==> config.mk <==
export PLATFORM = sky130hd
export DESIGN_NAME = wbRegSubsystem
export DESIGN_NICKNAME = d
export VERILOG_FILES = /design/src/source/wbRegPkg.sv /design/src/source/wbAckDecode.sv /design/src/source/wbDeviceIdRegs.sv /design/src/source/wbReadMux.sv /design/src/source/wbRegSubsystem.sv /design/src/source/wbScratchBank.sv
export SDC_FILE = /design/constraint.sdc
export NUM_CORES = 1
export LEC_CHECK = 0
export BUFFER_PORTS_ARGS = -buffer_cell sky130_fd_sc_hd__buf_2
export CORE_ASPECT_RATIO = 1.1
export CORE_MARGIN = 2
export CORE_UTILIZATION = 35
export CTS_CLUSTER_DIAMETER = 60
export DETAILED_ROUTE_END_ITERATION = 8
export SLEW_MARGIN = 20
export SYNTH_ARGS = -nofsm -noshare
export SYNTH_HDL_FRONTEND = slang
export SYNTH_SLANG_ARGS = --single-unit
==> constraint.sdc <==
create_clock -name WBs_CLK_i -period 14.9 [get_ports WBs_CLK_i]
set_input_delay 0.745 -clock WBs_CLK_i [delete_from_list [all_inputs] [get_ports WBs_CLK_i]]
set_output_delay 0.745 -clock WBs_CLK_i [all_outputs]
set_load 0.005 [all_outputs]
==> src/source/wbRegPkg.sv <==
/*
 * Wishbone register subsystem definitions
 * Address map, bus widths, register reset values and miss pattern
 */
package wbRegPkg;

    // ------------------------------------------------------------
    // Bus widths
    // ------------------------------------------------------------
    localparam int ADDR_WIDTH = 7;                      // Word address, 128 words
    localparam int DATA_WIDTH = 32;
    localparam int BYTE_WIDTH = 8;
    localparam int BYTE_COUNT = DATA_WIDTH / BYTE_WIDTH;  // Byte strobes per word

    // Address split, slot on top and word below
    localparam int SLOT_WIDTH = 3;
    localparam int WORD_WIDTH = ADDR_WIDTH - SLOT_WIDTH;  // 4 bits, 16 words per slot
    localparam int NUM_SLOTS  = 1 << SLOT_WIDTH;

    // ------------------------------------------------------------
    // Slot map
    // ------------------------------------------------------------
    localparam int ID_SLOT         = 0;                 // Identification block
    localparam int FIRST_BANK_SLOT = 1;                 // Banks fill slots 1 to 4
    localparam int NUM_BANKS       = 4;
    localparam int BANK_REGS       = 4;                 // Words 0 to 3 of each bank
    localparam int BANK_IDX_WIDTH  = $clog2(BANK_REGS);

    // Word offsets inside the identification slot
    localparam logic [WORD_WIDTH-1:0] ID_WORD      = 4'd0;
    localparam logic [WORD_WIDTH-1:0] REV_WORD     = 4'd1;
    localparam logic [WORD_WIDTH-1:0] SCRATCH_WORD = 4'd2;

    // ------------------------------------------------------------
    // Fixed values and reset values
    // ------------------------------------------------------------
    localparam int DEVICE_ID_WIDTH = 20;
    localparam int REV_WIDTH       = 16;

    localparam logic [DEVICE_ID_WIDTH-1:0] DEVICE_ID = 20'h610EE;
    localparam logic [REV_WIDTH-1:0]       REV_LEVEL = 16'h0100;

    localparam logic [DATA_WIDTH-1:0] ID_SCRATCH_RESET = 32'h1234_5678;
    localparam logic [DATA_WIDTH-1:0] BANK_RESET       = 32'h0000_0000;
    localparam logic [DATA_WIDTH-1:0] DEFAULT_READ     = 32'hFABD_EFAC;  // Any unmapped word

endpackage

==> src/source/wbAckDecode.sv <==
/*
 * Wishbone slot decoder and acknowledge generator
 * One-cycle acknowledge, one-hot read select, per-slot write enables
 */
`timescale 1ns/1ps

module wbAckDecode (
    input  logic                            WBs_CLK_i,
    input  logic                            WBs_RST_i,
    input  logic                            wbsCyc_i,      // Cycle, i.e. chip select
    input  logic                            wbsStb_i,      // Transfer strobe
    input  logic                            wbsWe_i,       // High for a write
    input  logic [wbRegPkg::SLOT_WIDTH-1:0] wbsSlot_i,     // Upper address bits
    output logic                            wbsAck_o,
    output logic [wbRegPkg::NUM_SLOTS-1:0]  slotWrEn_o,    // One bit per slot
    output logic [wbRegPkg::NUM_SLOTS-1:0]  slotRdSel_o    // One-hot by slot
);

    import wbRegPkg::*;

    // ------------------------------------------------------------
    // Request qualification
    // ------------------------------------------------------------
    logic reqActive;    // Host is asking for a transfer
    logic ackNext;      // Acknowledge for the next clock

    assign reqActive = wbsCyc_i & wbsStb_i;

    // Low ack gate keeps a held strobe from being acked twice in a row
    assign ackNext = reqActive & ~wbsAck_o;

    // ------------------------------------------------------------
    // Acknowledge flop
    // ------------------------------------------------------------
    always_ff @(posedge WBs_CLK_i or posedge WBs_RST_i)
    begin
        if (WBs_RST_i)
        begin
            wbsAck_o <= 1'b0;
        end
        else
        begin
            wbsAck_o <= ackNext;        // High for exactly one cycle
        end
    end

    // ------------------------------------------------------------
    // Slot decode
    // ------------------------------------------------------------
    // Read select follows the address alone, data is combinational
    always_comb
    begin
        for (int s = 0; s < NUM_SLOTS; s++)
        begin
            slotRdSel_o[s] = (wbsSlot_i == SLOT_WIDTH'(s));
        end
    end

    // Write enable only during the first cycle of a write request.
    // Unmapped slots still get a bit here, nothing listens to it.
    assign slotWrEn_o = slotRdSel_o & {NUM_SLOTS{ackNext & wbsWe_i}};

endmodule

==> src/source/wbDeviceIdRegs.sv <==
/*
 * Identification block in slot 0
 * Read-only device ID and revision, byte-writable scratch register
 */
`timescale 1ns/1ps

module wbDeviceIdRegs (
    input  logic                                 WBs_CLK_i,
    input  logic                                 WBs_RST_i,
    input  logic                                 wrEn_i,       // Slot 0 write enable
    input  logic [wbRegPkg::WORD_WIDTH-1:0]      wordAdr_i,    // Word within the slot
    input  logic [wbRegPkg::BYTE_COUNT-1:0]      byteStb_i,
    input  logic [wbRegPkg::DATA_WIDTH-1:0]      wrData_i,
    output logic [wbRegPkg::DATA_WIDTH-1:0]      rdData_o,
    output logic                                 rdHit_o,      // Word is mapped here
    output logic [wbRegPkg::DEVICE_ID_WIDTH-1:0] deviceId_o
);

    import wbRegPkg::*;

    logic [DATA_WIDTH-1:0] scratchReg;
    logic                  scratchWrEn;

    // ------------------------------------------------------------
    // Scratch register
    // ------------------------------------------------------------
    assign scratchWrEn = wrEn_i & (wordAdr_i == SCRATCH_WORD);

    always_ff @(posedge WBs_CLK_i or posedge WBs_RST_i)
    begin
        if (WBs_RST_i)
        begin
            scratchReg <= ID_SCRATCH_RESET;
        end
        else if (scratchWrEn)
        begin
            // Merge only the strobed bytes
            for (int b = 0; b < BYTE_COUNT; b++)
            begin
                if (byteStb_i[b])
                begin
                    scratchReg[b*BYTE_WIDTH +: BYTE_WIDTH] <= wrData_i[b*BYTE_WIDTH +: BYTE_WIDTH];
                end
            end
        end
    end

    // ------------------------------------------------------------
    // Read back
    // ------------------------------------------------------------
    // ID and revision are constants, writes to them fall through
    always_comb
    begin
        rdHit_o  = 1'b1;
        rdData_o = '0;
        case (wordAdr_i)
            ID_WORD:      rdData_o = {{(DATA_WIDTH-DEVICE_ID_WIDTH){1'b0}}, DEVICE_ID};
            REV_WORD:     rdData_o = {{(DATA_WIDTH-REV_WIDTH){1'b0}}, REV_LEVEL};
            SCRATCH_WORD: rdData_o = scratchReg;
            default:      rdHit_o  = 1'b0;     // Read mux supplies the miss pattern
        endcase
    end

    // Device ID also leaves the block as a static level
    assign deviceId_o = DEVICE_ID;

endmodule

==> src/source/wbReadMux.sv <==
/*
 * Read data multiplexer
 * Picks the selected slot's data on a hit, else the miss pattern
 */
`timescale 1ns/1ps

module wbReadMux (
    input  logic [wbRegPkg::NUM_SLOTS-1:0]  slotRdSel_i,   // One-hot by slot
    input  logic [wbRegPkg::DATA_WIDTH-1:0] idRdData_i,
    input  logic                            idRdHit_i,
    input  logic [wbRegPkg::DATA_WIDTH-1:0] bankRdData_i [wbRegPkg::NUM_BANKS],
    input  logic [wbRegPkg::NUM_BANKS-1:0]  bankRdHit_i,
    output logic [wbRegPkg::DATA_WIDTH-1:0] rdData_o
);

    import wbRegPkg::*;

    // ------------------------------------------------------------
    // Source selection
    // ------------------------------------------------------------
    // Select is one-hot so at most one source can win.
    // Slots above the last bank have no source and keep the default.
    always_comb
    begin
        rdData_o = DEFAULT_READ;

        // Identification block
        if (slotRdSel_i[ID_SLOT] && idRdHit_i)
        begin
            rdData_o = idRdData_i;
        end

        // Scratch banks, one slot each
        for (int b = 0; b < NUM_BANKS; b++)
        begin
            if (slotRdSel_i[FIRST_BANK_SLOT + b] && bankRdHit_i[b])
            begin
                rdData_o = bankRdData_i[b];
            end
        end
    end

endmodule

==> src/source/wbRegSubsystem.sv <==
/*
 * Wishbone register subsystem top level
 * Decoder, identification block, scratch banks and read multiplexer
 */
`timescale 1ns/1ps

module wbRegSubsystem (
    input  logic                                 WBs_CLK_i,
    input  logic                                 WBs_RST_i,
    input  logic [wbRegPkg::ADDR_WIDTH-1:0]      wbsAdr_i,       // Word address
    input  logic                                 wbsCyc_i,
    input  logic                                 wbsStb_i,
    input  logic                                 wbsWe_i,
    input  logic [wbRegPkg::BYTE_COUNT-1:0]      wbsByteStb_i,
    input  logic [wbRegPkg::DATA_WIDTH-1:0]      wbsDat_i,       // Write data
    output logic [wbRegPkg::DATA_WIDTH-1:0]      wbsDat_o,       // Read data
    output logic                                 wbsAck_o,
    output logic [wbRegPkg::DEVICE_ID_WIDTH-1:0] deviceId_o
);

    import wbRegPkg::*;

    // ------------------------------------------------------------
    // Address split and internal nets
    // ------------------------------------------------------------
    logic [SLOT_WIDTH-1:0] wbsSlot;
    logic [WORD_WIDTH-1:0] wbsWord;

    logic [NUM_SLOTS-1:0]  slotWrEn;
    logic [NUM_SLOTS-1:0]  slotRdSel;

    logic [DATA_WIDTH-1:0] idRdData;
    logic                  idRdHit;
    logic [DATA_WIDTH-1:0] bankRdData [NUM_BANKS];
    logic [NUM_BANKS-1:0]  bankRdHit;

    assign wbsSlot = wbsAdr_i[ADDR_WIDTH-1 -: SLOT_WIDTH];   // Upper bits
    assign wbsWord = wbsAdr_i[WORD_WIDTH-1:0];               // Lower bits

    // Ack, selects and write enables
    wbAckDecode uAckDecode (
        .WBs_CLK_i   (WBs_CLK_i),
        .WBs_RST_i   (WBs_RST_i),
        .wbsCyc_i    (wbsCyc_i),
        .wbsStb_i    (wbsStb_i),
        .wbsWe_i     (wbsWe_i),
        .wbsSlot_i   (wbsSlot),
        .wbsAck_o    (wbsAck_o),
        .slotWrEn_o  (slotWrEn),
        .slotRdSel_o (slotRdSel)
    );

    // ------------------------------------------------------------
    // Register blocks
    // ------------------------------------------------------------
    wbDeviceIdRegs uDeviceIdRegs (
        .WBs_CLK_i  (WBs_CLK_i),
        .WBs_RST_i  (WBs_RST_i),
        .wrEn_i     (slotWrEn[ID_SLOT]),
        .wordAdr_i  (wbsWord),
        .byteStb_i  (wbsByteStb_i),
        .wrData_i   (wbsDat_i),
        .rdData_o   (idRdData),
        .rdHit_o    (idRdHit),
        .deviceId_o (deviceId_o)
    );

    // One bank per slot, starting at FIRST_BANK_SLOT
    for (genvar b = 0; b < NUM_BANKS; b++)
    begin : gBank
        wbScratchBank uScratchBank (
            .WBs_CLK_i (WBs_CLK_i),
            .WBs_RST_i (WBs_RST_i),
            .wrEn_i    (slotWrEn[FIRST_BANK_SLOT + b]),
            .wordAdr_i (wbsWord),
            .byteStb_i (wbsByteStb_i),
            .wrData_i  (wbsDat_i),
            .rdData_o  (bankRdData[b]),
            .rdHit_o   (bankRdHit[b])
        );
    end

    // Read data back to the host
    wbReadMux uReadMux (
        .slotRdSel_i  (slotRdSel),
        .idRdData_i   (idRdData),
        .idRdHit_i    (idRdHit),
        .bankRdData_i (bankRdData),
        .bankRdHit_i  (bankRdHit),
        .rdData_o     (wbsDat_o)
    );

endmodule

==> src/source/wbScratchBank.sv <==
/*
 * Scratch bank of BANK_REGS byte-writable registers
 * Occupies the low words of one slot
 */
`timescale 1ns/1ps

module wbScratchBank (
    input  logic                            WBs_CLK_i,
    input  logic                            WBs_RST_i,
    input  logic                            wrEn_i,       // Own slot write enable
    input  logic [wbRegPkg::WORD_WIDTH-1:0] wordAdr_i,
    input  logic [wbRegPkg::BYTE_COUNT-1:0] byteStb_i,
    input  logic [wbRegPkg::DATA_WIDTH-1:0] wrData_i,
    output logic [wbRegPkg::DATA_WIDTH-1:0] rdData_o,
    output logic                            rdHit_o
);

    import wbRegPkg::*;

    logic [DATA_WIDTH-1:0]     bankRegs [BANK_REGS];
    logic                      wordInRange;   // Word maps to a register
    logic [BANK_IDX_WIDTH-1:0] regIdx;

    // ------------------------------------------------------------
    // Word decode
    // ------------------------------------------------------------
    assign wordInRange = (wordAdr_i < WORD_WIDTH'(BANK_REGS));
    assign regIdx      = wordAdr_i[BANK_IDX_WIDTH-1:0];   // Valid only when in range

    // ------------------------------------------------------------
    // Register array
    // ------------------------------------------------------------
    always_ff @(posedge WBs_CLK_i or posedge WBs_RST_i)
    begin
        if (WBs_RST_i)
        begin
            for (int r = 0; r < BANK_REGS; r++)
            begin
                bankRegs[r] <= BANK_RESET;
            end
        end
        else if (wrEn_i && wordInRange)
        begin
            for (int b = 0; b < BYTE_COUNT; b++)
            begin
                if (byteStb_i[b])     // Untouched bytes keep their value
                begin
                    bankRegs[regIdx][b*BYTE_WIDTH +: BYTE_WIDTH] <=
                        wrData_i[b*BYTE_WIDTH +: BYTE_WIDTH];
                end
            end
        end
    end

    // ------------------------------------------------------------
    // Read back
    // ------------------------------------------------------------
    // Data is don't-care on a miss, the hit flag gates it downstream
    assign rdData_o = bankRegs[regIdx];
    assign rdHit_o  = wordInRange;

endmodule

==> impl_metrics.yaml <==
timing:
  fin_crit_ns: 4.57
  layout_worst_path_cycle_share: 0.307
  finalSetupViolCount: 0
  fin_worst_skew_ns: 0.0261
  report.final.hold_viol_count: 0
  max_clock_freq_mhz: 219
  rsz0062_at_grt: "no"
  slew_at_the_pin_with_the_worst_max_slew_slack_ns: 1.00
  number_of_slew_limit_violations_in_the_final_report: 0
  setup_tns_ns: 0
  timing.max_slew.rel_slack: 0.331
synth:
  synth_simple_gate_area_frac: 0.0482
  synth_xor_xnor_area_share: 0
  synthDistinctLibCells: 49
  synthesis.area_um2: 25400
  synth_edf_count: 0
  main_combinational_cell_family_by_area_after_synthesis: "multiplexers"
  yosys.area.top_type: "dfrtp_1"
  ys_warn_count: 0
  synth.top_cell.area_share: 0.525
  synth-main-ff-cell: "dfrtp_1"
  synth.area.mux_share: 0.345
  netlist_instances: 1688
  synthesis.area_per_instance_um2: 15.0
  yosys_reg_bits: 545
  async_flop_share: 1.00
  synth_compound_gate_area_share: 0.0419
  yosys-top-cells-area: "dfrtp_1 52%, mux2_2 24%, mux4_2 8.5%"
  synth-seq-area-share: 0.538
  synthAdderAreaFrac: 0
placement:
  place_hpwl_mm: 40.9
  place_congestion: 0.772
  count_of_input_and_output_buffers: 80
cells_and_area:
  syn2layout_area_growth_pct: 12.4
  drive_above_1_share: 0.530
  nNetsFinal: 1791
route:
  routed_wire_length_per_instance_um: 23.4
  drc: 0
  drtPass1Iterations: 6
  detailroute.via_count: 14800
  routed_via_density: 5.41
  ant_nets: 0
  dr.first_iter.drc_count: 853
  wire_length_after_detailed_routing_mm: 64.0
die:
  die_y_um: 286
  floorplan.die.width_um: 261
  dieArea_um2: 74700
  floorplan.initialDensity: 0.354
  rows: 103
  ioPinCount: 101
  core_area_um2: 71800
critical_path:
  timing.critical_path.arrival_ns: 3.82
  critPathBufInv: 3
  timing.setup.critical_path_class: "input port to output port"
  worst_path_dominant_cell_family: "buffers and inverters"
  cpPeakStageDelay_ns: 0.87
  crit_path_max_fanout: 47
  worstPathRequired_ns: 14.16
  crit_slowest_cell: "nand3b_1"
  critical_path.cell_chain: "buf_4 -> buf_4 -> nand3b_1 -> a211oi_1 -> a221o_1 -> a31oi_1 -> buf_2"
  critical_path_sink_type: "output port"
  timing.critical_path.mode_cell: "buf_4"
  setup.worst_path.start_class: "input port"
clock_network:
  postCtsResizedCells: 0
  postCtsSetupBuffers: 0
  clkLatencyLatePin_ns: 0.60
  clockBufferDepth: 3
  cts_made_buffers: 56
  post_cts_hold_buffer_count: 0
  worst_setup_hold_path_clk_slew_ns: 0.06
  tritoncts_clock_tree: "done"
  htreeDepth: 2
  cts_root_buffer: "clkbuf_16"
  cts.sink_count: 545
min_path:
  classification_of_the_worst_slack_hold_path: "input port to flip-flop"
pwr:
  totalPowerFinal_mw: 3.13
  powerDensity_nw_per_um2: 110
  p_leak_nw: 13.3
  worst_ir_drop_vdd_v: 0.0000666
run_status:
  outcome: "completed"
job:
  drv.max_cap_violation_count: 0
global_route:
  grt_antenna_before_repair: 8
  grt-ovfl-total: 0
  pin_count_of_the_biggest_net_entering_global_routing: 178
  grt_use_total: 0.174
  grt_pass1_vias: 16300
  global_route_wire_length_before_repair_mm: 100
==> routing by layer <==
layer | part of all wire | GRT usage | up-vias
met5 | 0.00091 | 0 | -
met4 | 0.028 | 0.0529 | 10
met1 | 0.43 | 0.233 | 7964
met2 | 0.49 | 0.289 | 280
li1 | - | - | 6421
met3 | 0.044 | 0.0306 | 112
==> synthesized netlist by cell type, types with 6 or more instances <==
library cell  number
nor2_2            52
o21ai_0           22
a211oi_1          21
a31oi_1           23
nor3_4            10
mux2i_1           40
o22ai_1           27
a21oi_1            6
dfrtp_1          532
nand3_1           28
buf_2             22
a221o_1           17
nor2_1             8
o221ai_1          15
nand3_2            6
dfstp_2           13
clkbuf_1          54
mux4_2            96
nand2_1           16
buf_4             41
mux2_2           551
nor2b_1           24
==> power breakdown <==
group          switching (mW)  internal [mW]
combinational           0.119         0.0551
clock                   0.594          0.856
sequential            0.00900           1.50
total                   0.723           2.41
==> tightest hold or removal path, cell delays in order <==
cell and delay, ns:
buf_2 0.10, nand2_1 0.05, nor2_1 0.04
==> worst paths after layout <==
kind                       cells after the start  slack [ns]                                  to           startpoint
min reg2reg                                    1        0.44                 uAckDecode.wbsAck_o  uAckDecode.wbsAck_o
max                                            7       10.33                        wbsDat_o[29]          wbsAdr_i[1]
max in group asynchronous                      5       12.27   gBank[3].uScratchBank.bankRegs[0]            WBs_RST_i
max reg2reg                                    5       12.39  gBank[3].uScratchBank.bankRegs[16]  uAckDecode.wbsAck_o
min in group asynchronous                      3        0.41  gBank[2].uScratchBank.bankRegs[75]            WBs_RST_i
min                                            3        0.36                 uAckDecode.wbsAck_o             wbsStb_i
==> state kept, by name, summed over array words and instances (netlist names) <==
name and cells:
gBank.uScratchBank.bankRegs 512, uAckDecode.wbsAck_o 1, uDeviceIdRegs.scratchReg 32
==> cells by family after synthesis <==
kind of cell           Yosys count
and+or+nand+nor                180
buffers and inverters          125
DFF                            545
muxes                          687
AOI/OAI and AO/OA              149
other                            2
==> area by class of cell <==
| type | count | area, um2 |
|---|---|---|
| inverters | 2 | 11.3 |
| fillers | 6603 | 43300 |
| clock buffers | 76 | 1600 |
| multi-input cells | 1036 | 11100 |
| repair buffers | 102 | 598 |
| well taps | 945 | 1180 |
| flip-flops and latches | 545 | 13700 |
| clock inverters | 27 | 318 |
| diodes | 1 | 2.50 |
==> placed cells by master (no fill, tap or decap), types with 9 or more instances in the layout <==
cell,Yosys,routed
mux2_2,551,551
nand2_1,16,15
mux2i_1,40,40
clkbuf_8,0,10
nor2b_1,24,24
o221ai_1,15,15
dfrtp_1,532,532
buf_4,41,20
mux4_2,96,96
a211oi_1,21,21
clkbuf_1,54,9
o21ai_0,22,22
clkbuf_16,0,57
o22ai_1,27,27
a31oi_1,23,22
clkinv_2,0,11
a221o_1,17,17
buf_2,22,78
nor2_2,52,52
nor3_4,10,10
dfstp_2,13,13
nand3_1,28,26
conb_1,2,20
==> through the flow <==
stage	std cells	hold slack (ns)	util	cell area (um2)	worst slack [ns]
6_report	2734	0.362	0.397	28500	10.33
4_1_cts	2733	0.332	0.397	28500	10.29
3_3_place_gp	2630	0.442	0.370	26600	10.30
5_1_grt	2734	0.371	0.397	28500	10.12
3_5_place_dp	2630	0.437	0.370	26600	10.30
2_1_floorplan	1706	0.437	-	25400	6.75
No activity file was read; power rests on OpenSTA's default activity.
